--- config.mk ---
export PLATFORM = sky130hd
export DESIGN_NAME = open_sort
export DESIGN_NICKNAME = d
export VERILOG_FILES = /design/src/rtl/open_sort_pkg.sv /design/src/rtl/node_store.sv /design/src/rtl/octile_distance.sv /design/src/rtl/open_sort.sv /design/src/rtl/sort_control.sv
export VERILOG_INCLUDE_DIRS = /design/src /design/src/rtl
export SDC_FILE = /design/constraint.sdc
export NUM_CORES = 1
export LEC_CHECK = 0
export BUFFER_PORTS_ARGS = -buffer_cell sky130_fd_sc_hd__buf_2
export CAP_MARGIN = 15
export CORE_AREA = 2 2 225 227
export DETAILED_ROUTE_END_ITERATION = 10
export DIE_AREA = 0 0 227 229
export PLACE_DENSITY = 0.78
export SYNTH_ARGS = -nofsm -noshare
export SYNTH_HDL_FRONTEND = slang
export SYNTH_SLANG_ARGS = --single-unit
--- constraint.sdc ---
create_clock -name Clk -period 12.95 [get_ports Clk]
set_input_delay 1.295 -clock Clk [delete_from_list [all_inputs] [get_ports Clk]]
set_output_delay 1.295 -clock Clk [all_outputs]
set_load 0.005 [all_outputs]
--- src/rtl/open_sort_config.svh ---
`ifndef OPEN_SORT_CONFIG_SVH
`define OPEN_SORT_CONFIG_SVH

// list size and coordinate format
`define OS_DEPTH 16
`define OS_COORD_W 8

// 14 * 255 still fits with room to spare
`define OS_COST_W 12

// octile step weights
`define OS_STRAIGHT_COST 10
`define OS_DIAG_COST 14

`endif

--- src/rtl/open_sort_pkg.sv ---
`include "open_sort_config.svh"

package open_sort_pkg;

	typedef logic [`OS_COORD_W-1:0] coord_t;
	typedef logic [`OS_COST_W-1:0] cost_t;
	typedef logic [$clog2(`OS_DEPTH+1)-1:0] index_t;	// holds OS_DEPTH itself

	typedef enum logic [1:0] {
		PHASE_LOAD,
		PHASE_SORT,
		PHASE_UNLOAD
	} store_phase_e;

	typedef enum logic [2:0] {
		SORT_IDLE,
		SORT_ISSUE,
		SORT_WAIT,
		SORT_COMPARE,
		SORT_PASS_END
	} sort_state_e;

endpackage

--- src/rtl/node_store.sv ---
`timescale 1ns/1ps
`include "open_sort_config.svh"

module node_store import open_sort_pkg::*; (
	input  logic   Clk,
	input  logic   Reset,
	input  logic   in_valid,
	input  logic   in_last,
	input  coord_t in_x,
	input  coord_t in_y,
	input  coord_t goal_x,
	input  coord_t goal_y,
	output logic   in_ready,
	output logic   out_valid,
	input  logic   out_ready,
	output coord_t out_x,
	output coord_t out_y,
	output logic   out_last,
	output logic   load_done,
	output index_t count,
	input  index_t pair_index,
	input  logic   swap,
	input  logic   sort_done,
	output coord_t entry_a_x,
	output coord_t entry_a_y,
	output coord_t entry_b_x,
	output coord_t entry_b_y,
	output coord_t goal_x_q,
	output coord_t goal_y_q
);

	localparam int ADDR_W = $clog2(`OS_DEPTH);

	coord_t mem_x [0:`OS_DEPTH-1];
	coord_t mem_y [0:`OS_DEPTH-1];

	store_phase_e phase;
	index_t wr_ptr;
	index_t rd_ptr;
	logic [ADDR_W-1:0] wr_addr, rd_addr, addr_a, addr_b;
	logic in_fire, in_end, out_fire;

	assign wr_addr = wr_ptr[ADDR_W-1:0];
	assign rd_addr = rd_ptr[ADDR_W-1:0];
	assign addr_a = pair_index[ADDR_W-1:0];
	assign addr_b = addr_a + 1'b1;

	assign in_ready = (phase == PHASE_LOAD);
	assign in_fire = in_valid && in_ready;
	assign in_end = in_last || (wr_ptr == index_t'(`OS_DEPTH - 1));	// full list ends itself

	assign out_valid = (phase == PHASE_UNLOAD);
	assign out_fire = out_valid && out_ready;
	assign out_x = mem_x[rd_addr];
	assign out_y = mem_y[rd_addr];
	assign out_last = out_valid && (rd_ptr == count - 1'b1);

	// pair seen by the distance units
	assign entry_a_x = mem_x[addr_a];
	assign entry_a_y = mem_y[addr_a];
	assign entry_b_x = mem_x[addr_b];
	assign entry_b_y = mem_y[addr_b];

	//////////////////////////////
	// node array and goal
	always_ff @(posedge Clk)
	begin
		if (in_fire)
		begin
			mem_x[wr_addr] <= in_x;
			mem_y[wr_addr] <= in_y;
			if (wr_ptr == '0)
			begin
				goal_x_q <= goal_x;	// goal rides with the first beat
				goal_y_q <= goal_y;
			end
		end
		if (swap)
		begin
			mem_x[addr_a] <= mem_x[addr_b];
			mem_x[addr_b] <= mem_x[addr_a];
			mem_y[addr_a] <= mem_y[addr_b];
			mem_y[addr_b] <= mem_y[addr_a];
		end
	end

	//////////////////////////////
	// phase and pointers
	always_ff @(posedge Clk or posedge Reset)
	begin
		if (Reset)
		begin
			phase <= PHASE_LOAD;
			wr_ptr <= '0;
			rd_ptr <= '0;
			count <= '0;
			load_done <= 1'b0;
		end
		else
		begin
			load_done <= 1'b0;
			case (phase)
			PHASE_LOAD:
				if (in_fire)
				begin
					if (in_end)
					begin
						count <= wr_ptr + 1'b1;
						wr_ptr <= '0;
						load_done <= 1'b1;
						phase <= PHASE_SORT;
					end
					else
						wr_ptr <= wr_ptr + 1'b1;
				end
			PHASE_SORT:
				if (sort_done)
				begin
					rd_ptr <= '0;
					phase <= PHASE_UNLOAD;
				end
			PHASE_UNLOAD:
				if (out_fire)
				begin
					if (out_last)
						phase <= PHASE_LOAD;
					else
						rd_ptr <= rd_ptr + 1'b1;	// hold under back-pressure
				end
			default:
				phase <= PHASE_LOAD;
			endcase
		end
	end

	swap_only_in_sort: assert property (@(posedge Clk) disable iff (Reset)
		swap |-> phase == PHASE_SORT);

	// unload starts only from a list being sorted
	done_only_in_sort: assert property (@(posedge Clk) disable iff (Reset)
		sort_done |-> phase == PHASE_SORT);

endmodule

--- src/rtl/octile_distance.sv ---
`timescale 1ns/1ps
`include "open_sort_config.svh"

module octile_distance import open_sort_pkg::*; (
	input  logic   Clk,
	input  logic   Reset,
	input  logic   issue,
	input  coord_t x,
	input  coord_t y,
	input  coord_t goal_x,
	input  coord_t goal_y,
	output cost_t  cost,
	output logic   cost_valid
);

	coord_t dx, dy;
	coord_t hi_q, lo_q;	// longer and shorter leg
	coord_t span;
	logic v1_q;

	assign dx = (x > goal_x) ? x - goal_x : goal_x - x;
	assign dy = (y > goal_y) ? y - goal_y : goal_y - y;
	assign span = hi_q - lo_q;	// straight part of the path

	always_ff @(posedge Clk or posedge Reset)
	begin
		if (Reset)
		begin
			v1_q <= 1'b0;
			cost_valid <= 1'b0;
		end
		else
		begin
			v1_q <= issue;
			cost_valid <= v1_q;
		end
	end

	// cost holds until the next issue
	always_ff @(posedge Clk)
	begin
		if (issue)
		begin
			hi_q <= (dx > dy) ? dx : dy;
			lo_q <= (dx > dy) ? dy : dx;
		end
		if (v1_q)
			cost <= cost_t'(`OS_STRAIGHT_COST) * cost_t'(span)
				+ cost_t'(`OS_DIAG_COST) * cost_t'(lo_q);
	end

endmodule

--- src/rtl/open_sort.sv ---
`timescale 1ns/1ps
`include "open_sort_config.svh"

module open_sort import open_sort_pkg::*; (
	input  logic   Clk,
	input  logic   Reset,
	input  logic   in_valid,
	input  logic   in_last,
	input  coord_t in_x,
	input  coord_t in_y,
	input  coord_t goal_x,
	input  coord_t goal_y,
	output logic   in_ready,
	output logic   out_valid,
	input  logic   out_ready,
	output coord_t out_x,
	output coord_t out_y,
	output logic   out_last
);

	logic load_done, pair_issue, swap, sort_done;
	index_t count, pair_index;
	coord_t entry_a_x, entry_a_y, entry_b_x, entry_b_y;
	coord_t goal_x_q, goal_y_q;
	cost_t cost_a, cost_b;
	logic cost_a_valid;

	node_store store0 (
		.Clk(Clk), .Reset(Reset),
		.in_valid(in_valid), .in_last(in_last), .in_x(in_x), .in_y(in_y),
		.goal_x(goal_x), .goal_y(goal_y), .in_ready(in_ready),
		.out_valid(out_valid), .out_ready(out_ready),
		.out_x(out_x), .out_y(out_y), .out_last(out_last),
		.load_done(load_done), .count(count),
		.pair_index(pair_index), .swap(swap), .sort_done(sort_done),
		.entry_a_x(entry_a_x), .entry_a_y(entry_a_y),
		.entry_b_x(entry_b_x), .entry_b_y(entry_b_y),
		.goal_x_q(goal_x_q), .goal_y_q(goal_y_q)
	);

	// entry i
	octile_distance dist_a (
		.Clk(Clk), .Reset(Reset), .issue(pair_issue),
		.x(entry_a_x), .y(entry_a_y), .goal_x(goal_x_q), .goal_y(goal_y_q),
		.cost(cost_a), .cost_valid(cost_a_valid)
	);

	// entry i+1, its valid matches dist_a
	octile_distance dist_b (
		.Clk(Clk), .Reset(Reset), .issue(pair_issue),
		.x(entry_b_x), .y(entry_b_y), .goal_x(goal_x_q), .goal_y(goal_y_q),
		.cost(cost_b), .cost_valid()
	);

	sort_control ctrl0 (
		.Clk(Clk), .Reset(Reset),
		.load_done(load_done), .count(count),
		.pair_issue(pair_issue), .pair_index(pair_index),
		.cost_a(cost_a), .cost_b(cost_b), .cost_a_valid(cost_a_valid),
		.swap(swap), .sort_done(sort_done)
	);

endmodule

--- src/rtl/sort_control.sv ---
`timescale 1ns/1ps
`include "open_sort_config.svh"

module sort_control import open_sort_pkg::*; (
	input  logic   Clk,
	input  logic   Reset,
	input  logic   load_done,
	input  index_t count,
	output logic   pair_issue,
	output index_t pair_index,
	input  cost_t  cost_a,
	input  cost_t  cost_b,
	input  logic   cost_a_valid,
	output logic   swap,
	output logic   sort_done
);

	sort_state_e state;
	logic swapped;	// this pass moved something
	logic a_worse;
	logic last_pair;

	// strict compare keeps equal costs in input order
	assign a_worse = cost_a > cost_b;
	assign last_pair = (pair_index + index_t'(2)) >= count;
	assign swap = (state == SORT_COMPARE) && a_worse;

	//////////////////////////////
	// bubble pass FSM
	always_ff @(posedge Clk or posedge Reset)
	begin
		if (Reset)
		begin
			state <= SORT_IDLE;
			pair_index <= '0;
			pair_issue <= 1'b0;
			swapped <= 1'b0;
			sort_done <= 1'b0;
		end
		else
		begin
			pair_issue <= 1'b0;
			sort_done <= 1'b0;
			case (state)
			SORT_IDLE:
				if (load_done)
				begin
					pair_index <= '0;
					swapped <= 1'b0;
					if (count < index_t'(2))
						sort_done <= 1'b1;	// nothing to compare
					else
					begin
						pair_issue <= 1'b1;
						state <= SORT_ISSUE;
					end
				end
			SORT_ISSUE:
				state <= SORT_WAIT;
			SORT_WAIT:
				if (cost_a_valid)
					state <= SORT_COMPARE;
			SORT_COMPARE:
			begin
				swapped <= swapped | a_worse;
				if (last_pair)
					state <= SORT_PASS_END;
				else
				begin
					pair_index <= pair_index + 1'b1;
					pair_issue <= 1'b1;
					state <= SORT_ISSUE;
				end
			end
			SORT_PASS_END:
				if (swapped)
				begin
					// another pass from the top
					pair_index <= '0;
					swapped <= 1'b0;
					pair_issue <= 1'b1;
					state <= SORT_ISSUE;
				end
				else
				begin
					sort_done <= 1'b1;
					state <= SORT_IDLE;
				end
			default:
				state <= SORT_IDLE;
			endcase
		end
	end

	// only one pair in flight at a time
	cost_only_in_wait: assert property (@(posedge Clk) disable iff (Reset)
		cost_a_valid |-> state == SORT_WAIT);

	pair_in_list: assert property (@(posedge Clk) disable iff (Reset)
		pair_issue |-> (pair_index + index_t'(1)) < count
			&& count <= index_t'(`OS_DEPTH));

endmodule

# Yosys cells after proc, flatten, opt, wreduce, memory -nomap -nowiden
# Memory sizes are Yosys's and may differ from the RTL's.
# Index checks and enable logic that the tools add are counted.
# word_totals
register_bits	103
mem_bits_rw	256
output_inout_bits	19
mem_count	2
# classes
n_addsub	18
multipliers	4
magnitude_cmp	9
eq_ne	19
n_mux	47
bitwise	1
n_reduce_logical	18
# memory_table
name	depth	word_bits	rd	rd_clocked_by_memory_dff	wr	line	rtl
store0.mem_x	16	8	3	0	3	node_store.sv:34	coord_t mem_x [0:`OS_DEPTH-1];
store0.mem_y	16	8	3	0	3	node_store.sv:35	coord_t mem_y [0:`OS_DEPTH-1];
# ops
op	count
$sub A8 B8 Y8	10
$mux W8	8
$gt A8 B8 Y1	6
$mul A3 B8 Y11 const A	4
$mux W5	7
$add A12 B12 Y12	2
$ne A2 B2 Y1 const B	9
$mux W1	16
$add A5 B1 Y5 const B	3
$pmux W3 S5	1
$pmux W5 S3	1
$gt A12 B12 Y1	1
$mux W3	4
$mux W2	5
$pmux W5 S2	1
$reduce_and A4 Y1	2
$eq A3 B2 Y1 const B	2
$pmux W1 S3	2
$pmux W2 S3	1
$reduce_and A2 Y1	3
$reduce_and A3 Y1	2
$add A5 B2 Y5 const B	1
$eq A5 B4 Y1 const B	1
$eq A5 B5 Y1	1
19 further kinds	23

# Logic depth before layout (Yosys ltp)
# logic_depth
word_depth	6
mapped_depth	32
mapped_depth_nobuf	22

# Cells and area by module
# From an unflattened synthesis, not the netlist that was laid out.
# unflattened
hier_cells	2852
area_unflattened_um2	30556.8
# modules_own_cells
module	instances	cells_per_inst	area_each_um2	seq_area_each_um2
node_store	1	1816	21196.6	8618.3
octile_distance	2	455	4151.5	860.8
sort_control	1	126	1057.3	275.3

# Worst setup path after synthesis
# No wires, ideal clock.
# synth_path
kind	flip-flop to flip-flop
from	register ctrl0.pair_index[0]
to	register dist_b.hi_q[2], data pin
setup_ns	0.260
t_arrival_ns	6.640
setup_slack_ns	6.050
stages_incl_launch_ff	31
path_buffers	10
synth_period_minus_slack_ns	6.900
path_cell_list	dfrtp_1 > buf_6 > buf_8 > buf_6 > buf_2 > buf_2 > inv_1 > ha_1 > buf_2 > clkbuf_1 > mux4_2 > mux4_2 > buf_2 > buf_4 > inv_1 > ha_1 > inv_1 > fa_1 > nand3_1 > a21oi_1 > o21ai_2 > mux2_2 > o221ai_1 > xor2_1 > inv_1 > ha_1 > nand3_1 > a21oi_1 > o31ai_1 > clkbuf_1 > mux2_2
# synth_between
elab_chain_cells	6
elab_cells_between_ends	13
# synth_rtl
element	line	rtl
start: declaration	sort_control.sv:10	output index_t pair_index,
start signal: assignment	sort_control.sv:70	pair_index <= pair_index + 1'b1;
$add A4 B1 Y4 *	node_store.sv:46	assign addr_b = addr_a + 1'b1;
$mem_v2 Z16 W8 (on tied branches)	--	
$sub A8 B8 Y8 (tied with other cells)	octile_distance.sv:21	assign dx = (x > goal_x) ? x - goal_x : goal_x - x;
$mux W8 (on tied branches)	octile_distance.sv:21, octile_distance.sv:22	
$gt A8 B8 Y1	octile_distance.sv:44	hi_q <= (dx > dy) ? dx : dy;
$mux W8 *	octile_distance.sv:44	
end signal: assignment	octile_distance.sv:44	
end: declaration	octile_distance.sv:17	coord_t hi_q, lo_q;
# Every way passes the cells marked *; elsewhere a longest branch is shown, timed or not.
# A chain may end at the register's enable or synchronous reset.

# Final worst setup path
# layout_path
from	register ctrl0.pair_index[0]
to	register dist_b.hi_q[6], data pin
# The elaborated chain is that of the path after synthesis.

==> reports/qor.log <==
qor: critical_path.crit_type reg2reg
qor: clocking.tritoncts_num_sinks 357
qor: hold_path.min-delay-path-class reg2reg
qor: power.cellPowerDensity 303 nW/um2
qor: critical_path.critPathRequiredTime 13.31 ns
qor: yosys.yosysWarnings 0
qor: sta.timing_max_transition_violations_final 0
qor: sta.worst_clock_skew 0.0383 ns
qor: sta.timing.fmax 129 MHz
qor: power.int_pwr 5.47 mW
qor: detailed_routing.route.detailed.wl_per_inst 30.3 um
qor: finish.flow.area_growth_from_synthesis 6.74%
qor: detailed_routing.drt-initial-drc-count 3088
qor: critical_path.crit_slowest_cell sky130_fd_sc_hd__buf_4
qor: outcome.status completed
qor: clocking.hold_buffers_post_cts 0
qor: clocking.tritoncts.num_buffers 44
qor: die.core_footprint 49700 um2
qor: hold_path.worst_hold_path_ep store0.phase[0]$_DFFE_PP0P_
qor: power.max-vdd-ir-drop 0.634 mV
qor: critical_path.r2r_end dist_b.hi_q[6]$_DFFE_PP_
qor: die.floorplan.die.width 227 um
qor: power.net-switching-power 4.33 mW
qor: global_routing.grt_remaining_overflow 0
qor: global_routing.grt_use_total 0.364
qor: die.die_h 229 um
qor: power.p_total 9.80 mW
qor: sta.setup_viol 0
qor: sta.timing.final.ws_setup 5.18 ns
qor: clocking.clk_root_buffer_cell sky130_fd_sc_hd__clkbuf_16
qor: detailed_routing.drt-pass1-iter-count 5
qor: clocking.clock_transition_at_the_register_clock_pins_on_the_worst_setup_and_hold_paths_after_cts 0.06 ns
qor: place.detailedPlace.worstSlack 5.22 ns
qor: sta.worst_max_slew_pin_slew 1.29 ns
qor: yosys.synth_edf_count 326
qor: detailed_routing.drc_errors 0
qor: clocking.cts_max_level 2
qor: critical_path.reg2reg_setup_slack 5.18 ns
qor: critical_path.worst_r2r_startpoint ctrl0.pair_index[0]$_DFFE_PP0P_
qor: clocking.clock_insertion_delay_worst_skew 0.63 ns
qor: yosys.yosysUniqueCellTypes 60
qor: detailed_routing.num_vias 21800
qor: power.share_comb_of_total_power 0.677
qor: global_routing.grt_pass1_vias 22200
qor: place.place.port_buffers 55
qor: finish.layout_cells_sized_above_1 0.214
qor: finish.finalNetCount 2610
qor: sta.rsz_0062_raised_after_global_routing false
qor: detailed_routing.drt_wl_total 93100 um
qor: clocking.cts.repair.resized 0
qor: sta.timing_hold_violations_final 0
qor: die.pin_count 56
qor: place.place.gp.congestion 0.916
qor: power.sequentialPowerShare 0.192
qor: global_routing.grt_max_degree 66
qor: critical_path.critPathMaxFanout 56
qor: critical_path.critical_path_max_stage_delay 0.83 ns
qor: finish.layout.cells.non_filler 3071
qor: power.clock_power_share 0.131
qor: clocking.cts.path.max_buffers 3
qor: place.post-place-cells 2987
qor: detailed_routing.viasPerCell 7.11
qor: yosys.synth_flop_cell sky130_fd_sc_hd__edfxtp_1
qor: critical_path.critical_path.endpoint_type flip-flop
qor: yosys.synth_cells 2398
qor: hold_path.min_path_cells 1
qor: power.cellLeakagePower 11.1 nW
qor: clocking.tritoncts yes
qor: die.std_cell_rows 82
qor: sta.period_minus_ws_final 7.77 ns
qor: critical_path.cp_common_cell sky130_fd_sc_hd__buf_4
qor: critical_path.critical_path_arrival 8.14 ns
qor: run.drv_cap 0
qor: yosys.postSynthAreaPerCell 12.7 um2
qor: critical_path.worstRegToRegCells 18
qor: detailed_routing.final_antenna_net_count 0
qor: finish.finish.utilization 0.652
qor: die.floorplan.die_area 52000 um2
qor: hold_path.worst_hold_startpoint ctrl0.sort_done$_DFF_PP0_
qor: power.netSwitchingFraction 0.442
qor: critical_path.critical_path_launch_point_type flip-flop
qor: yosys.postSynthRegisterBits 357
qor: place.detailed_place_hpwl 56400 um
qor: yosys.synthesis.nets 2646
qor: sta.timing.final.crit_share 0.600
qor: clocking.post-cts-setup-buffer-count 0
qor: yosys.synth.cell_area 30300 um2
qor: sta.maxSlewHeadroom 0.139
qor: critical_path.path_cells buf_4 > buf_4 > mux4_2 > mux4_2 > ha_1 > a21oi_1 > o21ai_0 > o21ai_2 > mux2_2 > o221ai_1 > xor2_1 > inv_1 > ha_1 > nand3_1 > a21oi_1 > o31ai_2 > buf_4 > mux2_2
qor: global_routing.grt_antenna_before_repair 4
qor: global_routing.grt_first_pass_wirelength 139000 um
qor: sta.final.setup.tns 0 ns
qor: yosys.synth-seq-area-share 0.348
qor: yosys.synth_async_sr_flop_share 0.0868
qor: die.floorplan.initialDensity 0.611
-- synthesized netlist by cell type (all sizes together) (6+ instances only) --
| cell | instances | area, um2 |
|---|---|---|
| o21bai | 8 | 60.1 |
| nor3 | 28 | 140 |
| mux2 | 37 | 417 |
| inv | 145 | 544 |
| nand2 | 71 | 267 |
| a21boi | 7 | 52.6 |
| a211o | 15 | 131 |
| edfxtp | 326 | 9790 |
| nor4 | 6 | 37.5 |
| a21o | 32 | 240 |
| o41ai | 6 | 52.6 |
| dfrtp | 31 | 776 |
| o31ai | 6 | 45.0 |
| nand2b | 11 | 68.8 |
| a311oi | 6 | 52.6 |
| ha | 181 | 2260 |
| nand3 | 14 | 70.1 |
| fa | 30 | 601 |
| o21ai | 78 | 450 |
| clkbuf | 45 | 169 |
| buf | 168 | 1120 |
| nor2b | 27 | 169 |
| xor2 | 35 | 314 |
| a31oi | 8 | 50.1 |
| and3 | 16 | 100 |
| a21oi | 93 | 465 |
| mux4 | 224 | 5040 |
| mux2i | 550 | 5510 |
| xnor2 | 63 | 552 |
| nand4 | 15 | 93.8 |
| nor2 | 58 | 218 |
| nor4b | 6 | 58.8 |
-- critical path: cells and delay by family (launching register included) --
family / cells / cell delay [ns]
simple gates: 1 / 0.09
compound gates: 6 / 1.37
xor+xnor: 1 / 0.34
flops: 1 / 0.72
buf+inv: 4 / 1.96
mux: 4 / 2.09
fa+ha+maj: 2 / 0.79
-- cells in the final DEF (no fill, tap or decap), types with 7 or more instances in the layout --
| master | instances |
|---|---|
| sky130_fd_sc_hd__nand4_1 | 15 |
| sky130_fd_sc_hd__a21boi_0 | 7 |
| sky130_fd_sc_hd__inv_1 | 145 |
| sky130_fd_sc_hd__xnor2_1 | 62 |
| sky130_fd_sc_hd__and3_1 | 16 |
| sky130_fd_sc_hd__mux2_2 | 37 |
| sky130_fd_sc_hd__a211o_1 | 15 |
| sky130_fd_sc_hd__o21bai_1 | 8 |
| sky130_fd_sc_hd__o21ai_0 | 58 |
| sky130_fd_sc_hd__buf_4 | 75 |
| sky130_fd_sc_hd__nand2_1 | 71 |
| sky130_fd_sc_hd__nor3_1 | 16 |
| sky130_fd_sc_hd__a21o_1 | 32 |
| sky130_fd_sc_hd__mux4_2 | 224 |
| sky130_fd_sc_hd__o21ai_2 | 16 |
| sky130_fd_sc_hd__clkbuf_1 | 10 |
| sky130_fd_sc_hd__mux2i_1 | 550 |
| sky130_fd_sc_hd__dfrtp_1 | 25 |
| sky130_fd_sc_hd__fa_1 | 30 |
| sky130_fd_sc_hd__a21oi_1 | 93 |
| sky130_fd_sc_hd__ha_1 | 180 |
| sky130_fd_sc_hd__nand2b_1 | 11 |
| sky130_fd_sc_hd__nor2_1 | 57 |
| sky130_fd_sc_hd__edfxtp_1 | 326 |
| sky130_fd_sc_hd__nor2b_1 | 27 |
| sky130_fd_sc_hd__a31oi_1 | 8 |
| sky130_fd_sc_hd__buf_2 | 55 |
| sky130_fd_sc_hd__clkbuf_16 | 44 |
| sky130_fd_sc_hd__nor3_2 | 12 |
| sky130_fd_sc_hd__nand3_1 | 14 |
| sky130_fd_sc_hd__clkinv_1 | 8 |
| sky130_fd_sc_hd__xor2_1 | 34 |
-- area by class of cell --
cell class	instances	area (um2)
sequential	357	10600
antenna	3	7.51
inverter	145	544
tap	672	841
multi-input combinational	1683	18100
clock inverter	26	309
clock buffer	54	1140
fill	3666	17300
timing repair buffer	131	866
-- per-layer routing --
metal	share of wire	global-route usage	routed length, um	vias to the layer above
met5	0.00011	0.00380	10	-
met4	0.058	0.191	5400	2
met3	0.14	0.118	13000	377
met2	0.44	0.534	40700	1630
met1	0.36	0.483	33900	10700
li1	-	-	-	9096
-- kinds of logic after synthesis --
logic type,synth area share
xor+xnor,0.0285
compound gates,0.0598
mux,0.361
simple gates,0.0470
fa+ha+maj,0.0944
flops,0.348
buf+inv,0.0605
-- power by group through the flow --
| stage | clock network [mW] | logic, mW | registers, mW |
|---|---|---|---|
| global placement | 0 | 6.25 | 1.90 |
| global route | 1.33 | 7.37 | 1.90 |
| floorplan | 0 | 5.27 | 1.83 |
| CTS | 1.28 | 6.56 | 1.88 |
| finish | 1.28 | 6.63 | 1.88 |
| detailed placement | 0 | 6.49 | 1.90 |
-- worst max-delay path by stage --
stage | end | startpoint | depth (start not counted) | slack [ns]
after floorplan | dist_b.hi_q[2]$_DFFE_PP_ | ctrl0.pair_index[0]$_DFFE_PP0P_ | 30 | 6.05
after CTS | dist_b.hi_q[6]$_DFFE_PP_ | ctrl0.pair_index[0]$_DFFE_PP0P_ | 18 | 5.23
after global routing | dist_b.hi_q[2]$_DFFE_PP_ | ctrl0.pair_index[0]$_DFFE_PP0P_ | 18 | 4.74
final | dist_b.hi_q[6]$_DFFE_PP_ | ctrl0.pair_index[0]$_DFFE_PP0P_ | 18 | 5.18
after detailed placement | dist_b.hi_q[6]$_DFFE_PP_ | ctrl0.pair_index[0]$_DFFE_PP0P_ | 18 | 5.22
after global placement | dist_b.hi_q[2]$_DFFE_PP_ | ctrl0.pair_index[0]$_DFFE_PP0P_ | 18 | 5.40
-- metrics by stage --
step / hold WS (ns) / instance area, um2
after global routing: 0.576 / 32400
after CTS: 0.566 / 32300
after global placement: 0.497 / 30900
after floorplan: 0.436 / 30300
final: 0.545 / 32400
after detailed placement: 0.551 / 30900
-- state kept, by name (all words and copies together), names as in the netlist --
name,count
store0.goal_x_q,8
ctrl0.sort_done,1
dist_b.v1_q,1
store0.wr_ptr,5
store0.mem_y,128
ctrl0.pair_issue,1
store0.mem_x,128
store0.count,5
dist_a.cost_valid,1
dist_b.cost,11
dist_b.hi_q,8
ctrl0.pair_index,5
ctrl0.swapped,1
dist_a.cost,11
dist_b.lo_q,8
ctrl0.state,3
dist_a.lo_q,8
store0.load_done,1
store0.goal_y_q,8
dist_a.hi_q,8
store0.phase,2
store0.rd_ptr,5
Note: power is estimated with default switching activity, not from simulation.
